==> config.mk <==
export PLATFORM = sky130hd
export DESIGN_NAME = rv_core
export DESIGN_NICKNAME = d
export VERILOG_FILES = /design/src/rv_pkg.sv /design/src/dec_if.sv /design/src/res_if.sv /design/src/idu_normal.sv /design/src/idu_system.sv /design/src/idu.sv /design/src/exu.sv /design/src/wbu.sv /design/src/rv_core.sv
export SDC_FILE = /design/constraint.sdc
export NUM_CORES = 2
export LEC_CHECK = 0
export BUFFER_PORTS_ARGS = -buffer_cell sky130_fd_sc_hd__buf_2
export CAP_MARGIN = 20
export CELL_PAD_IN_SITES_DETAIL_PLACEMENT = 1
export CELL_PAD_IN_SITES_GLOBAL_PLACEMENT = 2
export CORE_UTILIZATION = 45
export DETAILED_ROUTE_END_ITERATION = 10
export PLACE_DENSITY_LB_ADDON = 0.1
export SKIP_LAST_GASP = 1
export SYNTH_ARGS = -nofsm -noshare
export SYNTH_HDL_FRONTEND = slang
export SYNTH_SLANG_ARGS = --single-unit
==> constraint.sdc <==
create_clock -name i_clk -period 16.2 [get_ports i_clk]
set_clock_uncertainty 0.1 [all_clocks]
set_input_delay 3.24 -clock i_clk [delete_from_list [all_inputs] [get_ports i_clk]]
set_output_delay 3.24 -clock i_clk [all_outputs]
set_load 0.03 [all_outputs]
==> src/rv_pkg.sv <==
package rv_pkg;

  parameter int XLEN      = 32;
  parameter int REG_ADDRW = 5;
  parameter int CSR_ADDRW = 12;

  // major opcodes.
  parameter logic [6:0] OP_OP    = 7'b0110011;
  parameter logic [6:0] OP_IMM   = 7'b0010011;
  parameter logic [6:0] OP_LUI   = 7'b0110111;
  parameter logic [6:0] OP_AUIPC = 7'b0010111;
  parameter logic [6:0] OP_SYS   = 7'b1110011;

  typedef enum logic [3:0] {
    ALU_ADD,
    ALU_SUB,
    ALU_SLL,
    ALU_SLT,
    ALU_SLTU,
    ALU_XOR,
    ALU_SRL,
    ALU_SRA,
    ALU_OR,
    ALU_AND,
    ALU_NOP
  } alu_op_e;

  typedef enum logic [1:0] {
    SRC_RS1,
    SRC_PC,
    SRC_ZERO
  } src_sel_e;  // first alu operand.

  typedef enum logic [1:0] {
    CSR_NOP,
    CSR_RW,
    CSR_RS,
    CSR_RC
  } csr_op_e;

  parameter logic [CSR_ADDRW-1:0] CSR_MSCRATCH = 12'h340;
  parameter logic [CSR_ADDRW-1:0] CSR_MTVEC    = 12'h305;
  parameter logic [CSR_ADDRW-1:0] CSR_MEPC     = 12'h341;
  parameter logic [CSR_ADDRW-1:0] CSR_MCAUSE   = 12'h342;

  parameter logic [XLEN-1:0] CAUSE_ECALL_M = 32'd11;  // ecall from m-mode.

endpackage

==> src/dec_if.sv <==
`timescale 1ns/1ps
interface dec_if;

  logic                          valid;
  logic                          ready;
  logic [rv_pkg::XLEN-1:0]       pc;
  logic [rv_pkg::REG_ADDRW-1:0]  rs1id;  // also carries zimm.
  logic [rv_pkg::REG_ADDRW-1:0]  rs2id;
  logic [rv_pkg::REG_ADDRW-1:0]  rdid;
  logic                          rdwen;
  logic [rv_pkg::XLEN-1:0]       imm;
  rv_pkg::src_sel_e              src_sel;
  logic                          use_imm;
  rv_pkg::alu_op_e               alu_op;
  rv_pkg::csr_op_e               csr_op;
  logic [rv_pkg::CSR_ADDRW-1:0]  csr_addr;
  logic                          csr_use_imm;
  logic                          ecall;
  logic                          mret;
  logic [rv_pkg::XLEN-1:0]       rs1_val;  // from register file.
  logic [rv_pkg::XLEN-1:0]       rs2_val;

  modport dec (
    output valid, pc, rs1id, rs2id, rdid, rdwen, imm, src_sel, use_imm, alu_op,
    output csr_op, csr_addr, csr_use_imm, ecall, mret,
    input  ready
  );

  modport exe (
    input  valid, pc, rs1id, rs2id, rdid, rdwen, imm, src_sel, use_imm, alu_op,
    input  csr_op, csr_addr, csr_use_imm, ecall, mret, rs1_val, rs2_val,
    output ready
  );

  modport rf (
    input  rs1id, rs2id,
    output rs1_val, rs2_val
  );

endinterface

==> src/res_if.sv <==
`timescale 1ns/1ps
interface res_if;

  logic                         valid;
  logic                         ready;
  logic [rv_pkg::XLEN-1:0]      pc;
  logic                         rdwen;
  logic [rv_pkg::REG_ADDRW-1:0] rdid;
  logic [rv_pkg::XLEN-1:0]      data;
  logic                         trap;     // ecall or mret.
  logic [rv_pkg::XLEN-1:0]      trap_pc;

  modport src (
    output valid, pc, rdwen, rdid, data, trap, trap_pc,
    input  ready
  );

  modport dst (
    input  valid, pc, rdwen, rdid, data, trap, trap_pc,
    output ready
  );

endinterface

==> src/idu_normal.sv <==
`timescale 1ns/1ps
module idu_normal (
  input  logic [rv_pkg::XLEN-1:0]      i_ins,
  output logic [rv_pkg::REG_ADDRW-1:0] o_rs1id,
  output logic [rv_pkg::REG_ADDRW-1:0] o_rs2id,
  output logic [rv_pkg::REG_ADDRW-1:0] o_rdid,
  output logic                         o_rdwen,
  output logic [rv_pkg::XLEN-1:0]      o_imm,
  output rv_pkg::src_sel_e             o_src_sel,
  output logic                         o_use_imm,
  output rv_pkg::alu_op_e              o_alu_op
);

  logic [6:0] opcode;
  logic [2:0] func3;

  // funct3 to alu op, alt picks sub/sra.
  function automatic rv_pkg::alu_op_e alu_sel(input logic [2:0] f3, input logic alt);
    rv_pkg::alu_op_e op;
    case (f3)
      3'b000:  op = alt ? rv_pkg::ALU_SUB : rv_pkg::ALU_ADD;
      3'b001:  op = rv_pkg::ALU_SLL;
      3'b010:  op = rv_pkg::ALU_SLT;
      3'b011:  op = rv_pkg::ALU_SLTU;
      3'b100:  op = rv_pkg::ALU_XOR;
      3'b101:  op = alt ? rv_pkg::ALU_SRA : rv_pkg::ALU_SRL;
      3'b110:  op = rv_pkg::ALU_OR;
      default: op = rv_pkg::ALU_AND;
    endcase
    return op;
  endfunction

  assign opcode  = i_ins[6:0];
  assign func3   = i_ins[14:12];
  assign o_rs1id = i_ins[19:15];
  assign o_rs2id = i_ins[24:20];
  assign o_rdid  = i_ins[11:7];

  always_comb begin
    o_rdwen   = 1'b0;
    o_imm     = '0;
    o_src_sel = rv_pkg::SRC_RS1;
    o_use_imm = 1'b0;
    o_alu_op  = rv_pkg::ALU_NOP;  // unknown opcodes retire as no-op.
    case (opcode)
      rv_pkg::OP_OP: begin
        o_rdwen  = 1'b1;
        o_alu_op = alu_sel(func3, i_ins[30]);
      end
      rv_pkg::OP_IMM: begin
        o_rdwen   = 1'b1;
        o_use_imm = 1'b1;
        o_imm     = {{20{i_ins[31]}}, i_ins[31:20]};
        o_alu_op  = alu_sel(func3, i_ins[30] & (func3 == 3'b101));  // no subi.
      end
      rv_pkg::OP_LUI, rv_pkg::OP_AUIPC: begin
        o_rdwen   = 1'b1;
        o_use_imm = 1'b1;
        o_imm     = {i_ins[31:12], 12'b0};
        o_src_sel = (opcode == rv_pkg::OP_LUI) ? rv_pkg::SRC_ZERO : rv_pkg::SRC_PC;
        o_alu_op  = rv_pkg::ALU_ADD;
      end
      default: ;
    endcase
  end

endmodule

==> src/idu_system.sv <==
`timescale 1ns/1ps
module idu_system (
  input  logic [rv_pkg::XLEN-1:7]      i_ins_hi,
  output logic [rv_pkg::REG_ADDRW-1:0] o_rs1id,
  output logic [rv_pkg::REG_ADDRW-1:0] o_rdid,
  output logic                         o_rdwen,
  output logic [rv_pkg::CSR_ADDRW-1:0] o_csr_addr,
  output rv_pkg::csr_op_e              o_csr_op,
  output logic                         o_csr_use_imm
);

  logic [2:0] func3;

  assign func3         = i_ins_hi[14:12];
  assign o_rs1id       = i_ins_hi[19:15];  // rs1 or zimm.
  assign o_rdid        = i_ins_hi[11:7];
  assign o_csr_addr    = i_ins_hi[31:20];
  assign o_csr_use_imm = func3[2];         // csrr*i forms.

  always_comb begin
    case (func3[1:0])
      2'b01:   o_csr_op = rv_pkg::CSR_RW;
      2'b10:   o_csr_op = rv_pkg::CSR_RS;
      2'b11:   o_csr_op = rv_pkg::CSR_RC;
      default: o_csr_op = rv_pkg::CSR_NOP;  // ecall, mret and others.
    endcase
  end

  assign o_rdwen = (o_csr_op != rv_pkg::CSR_NOP);

endmodule

==> src/idu.sv <==
`timescale 1ns/1ps
module idu (
  input  logic [rv_pkg::XLEN-1:0] i_ins,
  input  logic [rv_pkg::XLEN-1:0] i_pc,
  input  logic                    i_valid,
  output logic                    o_ready,
  dec_if.dec                      dec
);

  logic                         sysins;
  logic [rv_pkg::REG_ADDRW-1:0] nom_rs1id;
  logic [rv_pkg::REG_ADDRW-1:0] nom_rs2id;
  logic [rv_pkg::REG_ADDRW-1:0] nom_rdid;
  logic                         nom_rdwen, sys_rdwen;
  logic [rv_pkg::XLEN-1:0]      nom_imm;
  rv_pkg::src_sel_e             nom_src_sel;
  logic                         nom_use_imm;
  rv_pkg::alu_op_e              nom_alu_op;
  logic [rv_pkg::CSR_ADDRW-1:0] sys_csr_addr;
  rv_pkg::csr_op_e              sys_csr_op;
  logic                         sys_csr_use_imm;

  assign sysins = (i_ins[6:0] == rv_pkg::OP_SYS);

  idu_normal u_idu_normal (
    .i_ins    (i_ins),
    .o_rs1id  (nom_rs1id),
    .o_rs2id  (nom_rs2id),
    .o_rdid   (nom_rdid),
    .o_rdwen  (nom_rdwen),
    .o_imm    (nom_imm),
    .o_src_sel(nom_src_sel),
    .o_use_imm(nom_use_imm),
    .o_alu_op (nom_alu_op)
  );

  idu_system u_idu_system (
    .i_ins_hi     (i_ins[rv_pkg::XLEN-1:7]),
    .o_rs1id      (),
    .o_rdid       (),
    .o_rdwen      (sys_rdwen),
    .o_csr_addr   (sys_csr_addr),
    .o_csr_op     (sys_csr_op),
    .o_csr_use_imm(sys_csr_use_imm)
  );

  assign dec.pc          = i_pc;
  assign dec.rs1id       = nom_rs1id;  // same field in every format.
  assign dec.rs2id       = sysins ? '0 : nom_rs2id;
  assign dec.rdid        = nom_rdid;
  assign dec.rdwen       = sysins ? sys_rdwen : nom_rdwen;
  assign dec.imm         = sysins ? '0 : nom_imm;
  assign dec.src_sel     = sysins ? rv_pkg::SRC_ZERO : nom_src_sel;
  assign dec.use_imm     = sysins ? 1'b0 : nom_use_imm;
  assign dec.alu_op      = sysins ? rv_pkg::ALU_NOP : nom_alu_op;  // csr result bypasses alu.
  assign dec.csr_op      = sysins ? sys_csr_op : rv_pkg::CSR_NOP;
  assign dec.csr_addr    = sysins ? sys_csr_addr : '0;
  assign dec.csr_use_imm = sysins ? sys_csr_use_imm : 1'b0;

  // exact encodings, everything above the opcode fixed.
  assign dec.ecall = sysins & (i_ins[31:7] == 25'b0);
  assign dec.mret  = sysins & (i_ins[31:7] == {12'h302, 13'b0});

  assign o_ready   = dec.ready;
  assign dec.valid = i_valid;

  // trap flags are exclusive and never write a register.
  always_comb begin
    if (i_valid) begin
      assert (!(dec.ecall && dec.mret) && !((dec.ecall || dec.mret) && dec.rdwen))
        else $error("idu: bad trap decode");
    end
  end

endmodule

==> src/exu.sv <==
`timescale 1ns/1ps
module exu #(
  parameter logic [rv_pkg::XLEN-1:0] RESET_MTVEC = '0
) (
  input logic i_clk,
  input logic i_rst,
  dec_if.exe  dec,
  res_if.src  res
);

  logic                         accept;
  logic [rv_pkg::XLEN-1:0]      rs1, rs2, op_a, op_b, alu_res;
  logic [rv_pkg::XLEN-1:0]      csr_old, csr_src, csr_new;
  logic [rv_pkg::XLEN-1:0]      mscratch, mtvec, mepc, mcause;
  logic                         s_valid, s_rdwen, s_trap;
  logic [rv_pkg::REG_ADDRW-1:0] s_rdid;
  logic [rv_pkg::XLEN-1:0]      s_pc, s_data, s_trap_pc;

  assign dec.ready = !s_valid || res.ready;  // one slot, drains while refilled.
  assign accept    = dec.valid && dec.ready;

  // forward from the stage when it still holds the producer.
  assign rs1 = (s_valid && s_rdwen && dec.rs1id != '0 && s_rdid == dec.rs1id) ?
               s_data : dec.rs1_val;
  assign rs2 = (s_valid && s_rdwen && dec.rs2id != '0 && s_rdid == dec.rs2id) ?
               s_data : dec.rs2_val;

  always_comb begin
    case (dec.src_sel)
      rv_pkg::SRC_RS1: op_a = rs1;
      rv_pkg::SRC_PC:  op_a = dec.pc;
      default:         op_a = '0;
    endcase
  end
  assign op_b = dec.use_imm ? dec.imm : rs2;

  always_comb begin
    case (dec.alu_op)
      rv_pkg::ALU_ADD:  alu_res = op_a + op_b;
      rv_pkg::ALU_SUB:  alu_res = op_a - op_b;
      rv_pkg::ALU_SLL:  alu_res = op_a << op_b[4:0];
      rv_pkg::ALU_SLT:  alu_res = {{(rv_pkg::XLEN-1){1'b0}}, $signed(op_a) < $signed(op_b)};
      rv_pkg::ALU_SLTU: alu_res = {{(rv_pkg::XLEN-1){1'b0}}, op_a < op_b};
      rv_pkg::ALU_XOR:  alu_res = op_a ^ op_b;
      rv_pkg::ALU_SRL:  alu_res = op_a >> op_b[4:0];
      rv_pkg::ALU_SRA:  alu_res = $signed(op_a) >>> op_b[4:0];
      rv_pkg::ALU_OR:   alu_res = op_a | op_b;
      rv_pkg::ALU_AND:  alu_res = op_a & op_b;
      default:          alu_res = '0;
    endcase
  end

  always_comb begin
    case (dec.csr_addr)
      rv_pkg::CSR_MSCRATCH: csr_old = mscratch;
      rv_pkg::CSR_MTVEC:    csr_old = mtvec;
      rv_pkg::CSR_MEPC:     csr_old = mepc;
      rv_pkg::CSR_MCAUSE:   csr_old = mcause;
      default:              csr_old = '0;  // unlisted csr.
    endcase
  end

  assign csr_src = dec.csr_use_imm ?
                   {{(rv_pkg::XLEN-rv_pkg::REG_ADDRW){1'b0}}, dec.rs1id} : rs1;

  always_comb begin
    case (dec.csr_op)
      rv_pkg::CSR_RS: csr_new = csr_old | csr_src;
      rv_pkg::CSR_RC: csr_new = csr_old & ~csr_src;
      default:        csr_new = csr_src;
    endcase
  end

  always_ff @(posedge i_clk) begin
    if (i_rst) begin
      mscratch <= '0;
      mtvec    <= RESET_MTVEC;
      mepc     <= '0;
      mcause   <= '0;
    end else if (accept) begin
      if (dec.ecall) begin
        mepc   <= dec.pc;
        mcause <= rv_pkg::CAUSE_ECALL_M;
      end else if (dec.csr_op != rv_pkg::CSR_NOP) begin
        case (dec.csr_addr)
          rv_pkg::CSR_MSCRATCH: mscratch <= csr_new;
          rv_pkg::CSR_MTVEC:    mtvec    <= csr_new;
          rv_pkg::CSR_MEPC:     mepc     <= csr_new;
          rv_pkg::CSR_MCAUSE:   mcause   <= csr_new;
          default: ;  // write dropped.
        endcase
      end
    end
  end

  always_ff @(posedge i_clk) begin
    if (i_rst) begin
      s_valid <= 1'b0;
    end else if (accept) begin
      s_valid <= 1'b1;
    end else if (res.ready) begin
      s_valid <= 1'b0;
    end
  end

  always_ff @(posedge i_clk) begin
    if (accept) begin
      s_pc      <= dec.pc;
      s_rdwen   <= dec.rdwen;
      s_rdid    <= dec.rdid;
      s_data    <= (dec.csr_op != rv_pkg::CSR_NOP) ? csr_old : alu_res;
      s_trap    <= dec.ecall || dec.mret;
      s_trap_pc <= dec.ecall ? mtvec : (dec.mret ? mepc : '0);
    end
  end

  assign res.valid   = s_valid;
  assign res.pc      = s_pc;
  assign res.rdwen   = s_rdwen;
  assign res.rdid    = s_rdid;
  assign res.data    = s_data;
  assign res.trap    = s_trap;
  assign res.trap_pc = s_trap_pc;

  a_stage_hold: assert property (@(posedge i_clk) disable iff (i_rst)
    s_valid && !res.ready |=>
      s_valid && $stable({s_pc, s_rdwen, s_rdid, s_data, s_trap, s_trap_pc}))
    else $error("exu: stage changed under back-pressure");

endmodule

==> src/wbu.sv <==
`timescale 1ns/1ps
module wbu (
  input  logic                         i_clk,
  input  logic                         i_rst,
  input  logic                         i_wb_ready,
  output logic                         o_wb_valid,
  output logic [rv_pkg::XLEN-1:0]      o_wb_pc,
  output logic                         o_wb_rdwen,
  output logic [rv_pkg::REG_ADDRW-1:0] o_wb_rdid,
  output logic [rv_pkg::XLEN-1:0]      o_wb_data,
  output logic                         o_wb_trap,
  output logic [rv_pkg::XLEN-1:0]      o_wb_trap_pc,
  res_if.dst                           res,
  dec_if.rf                            rf
);

  logic [rv_pkg::XLEN-1:0] regs [1:31];  // x0 not stored.
  logic                    wen;

  assign res.ready = i_wb_ready;
  assign wen       = res.valid && res.ready && res.rdwen && (res.rdid != '0);

  always_ff @(posedge i_clk) begin
    if (i_rst) begin
      for (int i = 1; i < 32; i++) begin
        regs[i] <= '0;
      end
    end else if (wen) begin
      regs[res.rdid] <= res.data;
    end
  end

  // same-edge write is visible to the reader.
  assign rf.rs1_val = (rf.rs1id == '0) ? '0 :
                      (wen && res.rdid == rf.rs1id) ? res.data : regs[rf.rs1id];
  assign rf.rs2_val = (rf.rs2id == '0) ? '0 :
                      (wen && res.rdid == rf.rs2id) ? res.data : regs[rf.rs2id];

  assign o_wb_valid   = res.valid;
  assign o_wb_pc      = res.pc;
  assign o_wb_rdwen   = res.rdwen;
  assign o_wb_rdid    = res.rdid;
  assign o_wb_data    = res.data;
  assign o_wb_trap    = res.trap;
  assign o_wb_trap_pc = res.trap_pc;

  a_wb_hold: assert property (@(posedge i_clk) disable iff (i_rst)
    o_wb_valid && !i_wb_ready |=> o_wb_valid && $stable(o_wb_pc))
    else $error("wbu: retire record dropped without transfer");

endmodule

==> src/rv_core.sv <==
`timescale 1ns/1ps
module rv_core #(
  parameter logic [rv_pkg::XLEN-1:0] RESET_MTVEC = 32'h0000_0100
) (
  input  logic                         i_clk,
  input  logic                         i_rst,
  input  logic                         i_valid,
  input  logic [rv_pkg::XLEN-1:0]      i_pc,
  input  logic [rv_pkg::XLEN-1:0]      i_ins,
  input  logic                         i_wb_ready,
  output logic                         o_ready,
  output logic                         o_wb_valid,
  output logic [rv_pkg::XLEN-1:0]      o_wb_pc,
  output logic                         o_wb_rdwen,
  output logic [rv_pkg::REG_ADDRW-1:0] o_wb_rdid,
  output logic [rv_pkg::XLEN-1:0]      o_wb_data,
  output logic                         o_wb_trap,
  output logic [rv_pkg::XLEN-1:0]      o_wb_trap_pc
);

  dec_if u_dec ();
  res_if u_res ();

  idu u_idu (
    .i_ins  (i_ins),
    .i_pc   (i_pc),
    .i_valid(i_valid),
    .o_ready(o_ready),
    .dec    (u_dec.dec)
  );

  exu #(
    .RESET_MTVEC(RESET_MTVEC)
  ) u_exu (
    .i_clk(i_clk),
    .i_rst(i_rst),
    .dec  (u_dec.exe),
    .res  (u_res.src)
  );

  wbu u_wbu (
    .i_clk       (i_clk),
    .i_rst       (i_rst),
    .i_wb_ready  (i_wb_ready),
    .o_wb_valid  (o_wb_valid),
    .o_wb_pc     (o_wb_pc),
    .o_wb_rdwen  (o_wb_rdwen),
    .o_wb_rdid   (o_wb_rdid),
    .o_wb_data   (o_wb_data),
    .o_wb_trap   (o_wb_trap),
    .o_wb_trap_pc(o_wb_trap_pc),
    .res         (u_res.dst),
    .rf          (u_dec.rf)  // register reads back into decode.
  );

endmodule

After elaboration in Yosys (flattened, before gate mapping). Memory sizes are Yosys's and may differ from the RTL's. Index checks and enable logic that the tools add are counted.

Bits in registers: 232. RAM bits: 992. Input port bits: 68. Output and inout port bits: 105. Logic and storage cells: 152. Memories: 1.

Add/sub/neg operators: 2. $lt $le $gt $ge: 2. Equality and inequality tests: 33. Shift-type cells: 3. Mux-type cells: 53. Bitwise operators: 10. Reductions and logical operators: 37.

Memory list: u_wbu.regs (words 31, bits a word 32, read ports 2, clocked after memory_dff 0, write ports 31, RTL line wbu.sv:17) `logic [rv_pkg::XLEN-1:0] regs [1:31];`.

Operator list (number): $mux 32 (19); $pmux 32 s10 (1); $pmux 32 s2 (3); $pmux 32 s4 (1); $and 32x32->32 (2); $lt 32x32->1 (2); $or 32x32->32 (2); $pmux 4 s7 (2); $eq 12x10->1 const B (4); $add 32x32->32 (1); $not 32->32 (1); $reduce_or 32->1 (1); $shl 32x5->32 (1); $shr 32x5->32 (1); $sshr 32x5->32 (1); $sub 32x32->32 (1); $xor 32x32->32 (1); $eq 25x23->1 const B (1); $logic_not 25->1 (1); $mux 1 (17); $eq 4x3->1 const B (4); $reduce_bool 5->1 (3); $eq 7x5->1 const B (2); $eq 7x6->1 const B (2); other kinds (31) (66).

Longest topological paths before layout.
Word-level depth: 14. Mapped depth: 33. Gate-level depth less buffers: 25.

By module. Synthesis repeated with hierarchy kept, for this count alone.

Cell total of the unflattened synthesis: 6926. Area, all modules: 78959.5 um^2.

By module, submodules not included: wbu (times used 1, cells an instance 3921, area each 56056.3 um^2, seq. area each 30749.5 um^2); exu (times used 1, cells an instance 2765, area each 21404.3 um^2, seq. area each 5675.4 um^2); idu (times used 1, cells an instance 116, area each 750.7 um^2, seq. area each 0.0 um^2); idu_normal (times used 1, cells an instance 98, area each 561.8 um^2, seq. area each 0.0 um^2); idu_system (times used 1, cells an instance 26, area each 186.4 um^2, seq. area each 0.0 um^2).

Worst setup path before layout. Ideal clock, no wire load.

Kind: input to register. Start: in i_ins[20] (netlist name). End: reg u_exu.s_data (netlist bit u_exu.res.data[19]), data pin. Setup time: 0.264 ns. Arrival: 9.027 ns. Required time: 15.836 ns. Setup slack: 6.810 ns. Cell stages on the path: 30. Path buffers: 10. Cells stage by stage: buf_6 > buf_6 > buf_4 > buf_6 > buf_4 > buf_4 > nand2_1 > clkbuf_1 > clkbuf_1 > clkbuf_1 > buf_1 > nand3_1 > nand3_1 > a31oi_1 > a211oi_1 > nor3_1 > a21o_1 > ha_1 > or4b_2 > o31a_1 > o211a_1 > a21oi_1 > o31ai_1 > a21o_1 > a2111o_1 > a31oi_1 > nor2_1 > a2111oi_0 > a22o_1 > nand3_1.

Cells in the longest elaborated chain, start to end: 10. Elaborated cells on any way between the ends: 30. Classes of those cells: add/sub: 2; eq/ne: 5; shift: 3; mux: 11; bitwise: 3; reduce/logical: 5; memory: 1.

Ends and longest elaborated chain: from (decl) (RTL line rv_core.sv:9) `input logic [rv_pkg::XLEN-1:0] i_ins,`; parallel branches: the longest is 9 deep, another holds $mem_v2 31x32; $mux 32 (*) (RTL line exu.sv:111) `s_data <= (dec.csr_op != rv_pkg::CSR_NOP) ? csr_old : alu_res;`; to (signal assigned) (RTL line exu.sv:111); to (decl) (RTL line exu.sv:17) `logic [rv_pkg::XLEN-1:0] s_pc, s_data, s_trap_pc;`.

Mark *: on every way between the ends. A chain may end at the register's enable or synchronous reset.

Worst setup path after layout.
Start: in i_ins[6] (netlist name). End: reg u_exu.s_data (netlist bit u_exu.res.data[31]), data pin.

Cells in the longest elaborated chain, start to end: 11. Elaborated cells on any way between the ends: 59. Classes of those cells: add/sub: 2; eq/ne: 20; shift: 3; mux: 20; bitwise: 3; reduce/logical: 10; memory: 1.

Ends and longest elaborated chain (RTL line): parallel branches: the longest is 10 deep, another holds $mem_v2 31x32; $mux 32 (*) (exu.sv:111).

Marks and branches as above.

==> results.md <==
Worst setup path:
- By startpoint and endpoint, the worst setup path is classified as primary input to register.
- STA puts the critical path data required time at 16620 ps.
- The critical path launch point type is a primary input.
- In this design, the stage delay of the slowest critical-path cell is 710 ps.
- The critical path arrival is 11590 ps.
- Together, buffers and inverters on the worst path number 5.
- STA classifies the critical path endpoint as a register.
- The cell at the slowest stage of the critical path is nand2_4.
- Among the stages of the critical path, the cell type that occurs most often is a21oi_1.
- Of all nets on the critical path, the largest fanout is 102.
- The top cell family by delay on the critical path is compound AO/OA/AOI/OAI gates.

GRT:
- The wire length of the first global-routing pass is 520500 µm.
- The global routing's busiest layer is met1.
- The met2 track demand over resource in global routing is 61.33%.
- The fraction of met3 tracks used by global routing is 15.51%.
- The pin count of the biggest net entering global routing is 106.
- The number of global-route vias before repair is 63860.
- The overflow left after global routing is 0.
- In the global route stage, met1 resource usage came out at 61.50%.
- Global routing used 44.18% of the available tracks across all layers.
- The initial antenna violation count is 29.

Routing:
- The number of nets still failing antenna checks after routing is 0.
- The length of the first detailed-routing pass in iterations is 6.
- The number of vias per cell after detailed routing is 7.084.
- The routed layout has 66710 vias.
- The total DRC errors in the routed layout is 0.
- For this block, the initial DRC count from the detailed router was 11740.
- The routed design has 381100 µm of wire.
- After detailed routing, the average wire length per cell comes to 40.47 µm.

Yosys:
- The number of warnings issued by yosys is 0.
- The number of storage elements in the synthesis netlist is 1256.
- The leading register cell type out of synthesis is edfxtp_1.
- Summing the areas of all compound-gate instances in the mapped netlist gives 14.40% of the synthesized area.
- Of the post-synthesis cell area, the part taken by muxes is 12.01%.
- After technology mapping, the gate count stands at 7173.
- The post-synthesis share of cell area spent on full adders, half adders and majority gates is 1.694%.
- Synthesis instantiated 103 different standard cells from the library.
- The count of flip-flops with a built-in enable after synthesis is 1127.
- The post-synthesis sequential area ratio is 48.26%.
- The post-synthesis area per instance is 10.52 µm².
- The async set or reset register ratio after synthesis is 0%.
- Of the total synthesized cell area, the portion taken by XOR and XNOR cells is 0.2321%.
- After synthesis, the largest family of logic cells by area is simple AND/OR/NAND/NOR gates.
- The post-synthesis instance area is 0.07548 mm².
- The synthesized-area fraction occupied by and/or/nand/nor cells is 18.91%.

Finish:
- Of the cells placed in the final design, the portion with a size suffix greater than 1 is 14.96%.
- Summing all non-filler instances in the final layout gives an area of 0.08342 mm².
- The final-layout fill cell count is 17730.
- The number of nets in the final layout is 7279.
- Cells fill 50.33% of the core in the end.
- The area growth from synthesis to final layout is 10.51%.
- The combined area of the multi-input logic cells is 0.03609 mm².
- The number of non-filler instances in the completed layout is 9417.
- In the final layout, flip-flops and latches occupy 0.03642 mm².

Power and ir drop:
- The leakage power is 30.91 nW.
- The worst IR drop on VDD is 0.1209 mV.
- The total power divided by cell area is 108.1 mW/mm².

Clocking:
- The CTS tree is done.
- The number of buffers on the longest clock path is 3.
- The clock tree synthesis step divided the H-tree into 4 levels.
- The number of setup buffers added after CTS is 0.
- In this run, post-CTS hold repair placed 0 buffers.
- The CTS root buffer is clkbuf_16.
- Gates resized during post-CTS repair numbered 0.
- The clock reaches the later pin of the worst-skew pair after 830 ps.
- The total clock sinks is 1256.
- In this run, CTS created clock tree buffers numbering 146.
- After clock tree synthesis, the clock-pin slew on the worst setup and hold paths is 60 ps.

Status:
- The run finished with clean final reports.

Floorplanning:
- The die area is 0.1694 mm².
- The cell row count is 149.
- The total core area is 0.1657 mm².
- The floorplan step set the die width to 411.6 µm.
- Once the floorplan was initialized, standard cells occupied 45.54% of the core.
- The die is 411.6 µm tall.
- The top-level port count is 173.

Timing:
- The hold violation count in the final report was 0.
- The total setup violations reported at the end of the flow is 0.
- The setup total negative slack is 0 ps.
- The worst pin sits at a relative slew slack of 4.605%.
- Subtracting the final worst setup slack from the clock period gives 11160 ps.
- Based on the critical path, the design can be clocked at up to 89.58 MHz.
- Setup repair after global routing left no endpoint under its margin.
- The number of pins with negative max-slew slack in the final report is 0.
- The actual transition at the worst max-transition pin is 1431 ps.
- Dividing the final minimum period by the clock period gives 68.90%.

Placed design:
- Port buffering added 172 buffers.
- In this run the cell area measured after placement is 0.07866 mm².
- The placed instance count is 9143.
- The HPWL after detailed placement is 249800 µm.
- At the end of routability-driven placement, the weighted congestion stood at 1.016.

Job:
- The max-capacitance violation count is 0.

Worst hold path:
- The worst min-delay path category is register to register.
[tightest hold or removal path, delay by kind of cell (launching register included)]
kind / cells / cell delay [ps]
flip-flops: 1 / 310
AND/OR/NAND/NOR: 1 / 50
AO/OA/AOI/OAI: 1 / 50
[sequential cells by signal, indices dropped and copies added (netlist names), 5 cells and up]
register / count
u_exu.mtvec: 32
u_exu.res.data: 32
u_exu.mepc: 32
u_exu.res.trap_pc: 32
u_exu.res.rdid: 5
u_exu.mscratch: 32
u_exu.res.pc: 32
u_wbu.regs: 1024
u_exu.mcause: 32
[cell usage after synthesis, types with 14 or more instances]
library cell / instances / area (µm²)
a222oi_1: 30 / 300.3
mux4_2: 257 / 5788
a31oi_1: 120 / 750.7
a211o_1: 46 / 402.9
clkbuf_1: 483 / 1813
nand3_1: 228 / 1141
buf_1: 59 / 221.5
a221oi_1: 95 / 832.1
a21oi_1: 413 / 2067
and3_1: 66 / 412.9
a221o_1: 15 / 150.1
mux2_2: 34 / 382.9
nor4_1: 14 / 87.58
edfxtp_1: 1127 / 33840
o211ai_1: 40 / 300.3
a211oi_1: 76 / 570.6
a21o_1: 25 / 187.7
xnor2_1: 15 / 131.4
buf_6: 23 / 259.0
o21ai_0: 163 / 815.8
a22o_1: 61 / 534.3
inv_1: 97 / 364.1
ha_1: 99 / 1239
buf_2: 95 / 475.5
and2_1: 949 / 5937
o21a_1: 30 / 225.2
a22oi_1: 142 / 1066
mux2i_1: 285 / 2853
o221ai_1: 43 / 376.6
buf_4: 26 / 195.2
o31ai_1: 18 / 135.1
nor2b_1: 25 / 156.4
dfxtp_1: 129 / 2582
o21ai_1: 23 / 115.1
nand2b_1: 20 / 125.1
nor2_1: 376 / 1411
or2_2: 41 / 256.5
o22a_1: 23 / 201.4
o22ai_1: 83 / 519.3
nor3_1: 180 / 900.9
nand2_1: 865 / 3247
nand4_1: 17 / 106.4
[report_power, final]
group | internal, mW | total [mW] | switching (mW)
Clock | 1.91 | 3.34 | 1.43
Combinational | 0.532 | 1.96 | 1.43
Sequential | 3.64 | 3.71 | 0.0666
Total | 6.09 | 9.02 | 2.93
[cell families after synthesis]
group / count (synthesis)
adders and majority gates: 101
xor gates and xnor gates: 20
buffers and inverters: 790
DFF: 1256
muxes: 579
and+or+nand+nor: 2840
AOI/OAI and AO/OA: 1586
other: 1
[placed cells by master (no fill, tap or decap), types with 95 or more instances in the layout]
cell       Yosys  layout
a21oi_1      413     412
a22oi_1      142     142
a31oi_1      120     120
and2_1       949     948
buf_2         95     169
buf_4         26     255
clkbuf_16      0     150
dfxtp_1      129     129
edfxtp_1    1127    1127
ha_1          99      99
inv_1         97      95
mux2i_1      285     285
mux4_2       257     257
nand2_1      865     859
nand3_1      228     228
nor2_1       376     337
nor3_1       180     177
o21ai_0      163     162
[stage by stage]
step | setup WS (ps) | hold slack, ps | total power, mW
finish | 5037 | 355.2 | 9.015
global route | 4870 | 368.3 | 9.174
CTS | 5489 | 355.8 | 8.913
detailed placement | 4672 | 347.6 | 5.634
global placement | 4238 | 337.9 | 5.619
floorplan | 6810 | 331.3 | 4.825
[cell type report]
type                       instances  share of cell area, %
antenna                           10                0.03000
clock buffer                     195                  4.750
clock inverter                    61                 0.8370
inverter                         102                 0.4650
multi-input combinational       5158                  43.27
sequential                      1256                  43.67
tap                             2189                  3.283
timing repair buffer             446                  3.702
[metal layers]
layer,vias to the layer above,wire (µm)
li1,26520,-
met1,34420,150600
met2,4895,155900
met3,860,54610
met4,20,19870
met5,-,134
[path summary, 6_finish.rpt]
kind	endpoint	slack, ps	cells past startpoint	start
worst min register to register	u_exu.mscratch[12]$_SDFFE_PP0P_	360	2	u_exu.mscratch[12]$_SDFFE_PP0P_
worst max-delay path	u_exu.res.data[31]$_DFFE_PP_	5040	28	i_ins[6]
worst max register to register	u_exu.res.data[26]$_DFFE_PP_	8230	21	u_exu.res.rdid[0]$_DFFE_PP_
worst min-delay path	u_exu.mscratch[12]$_SDFFE_PP0P_	360	2	u_exu.mscratch[12]$_SDFFE_PP0P_
(Power assumes the default switching activity.)
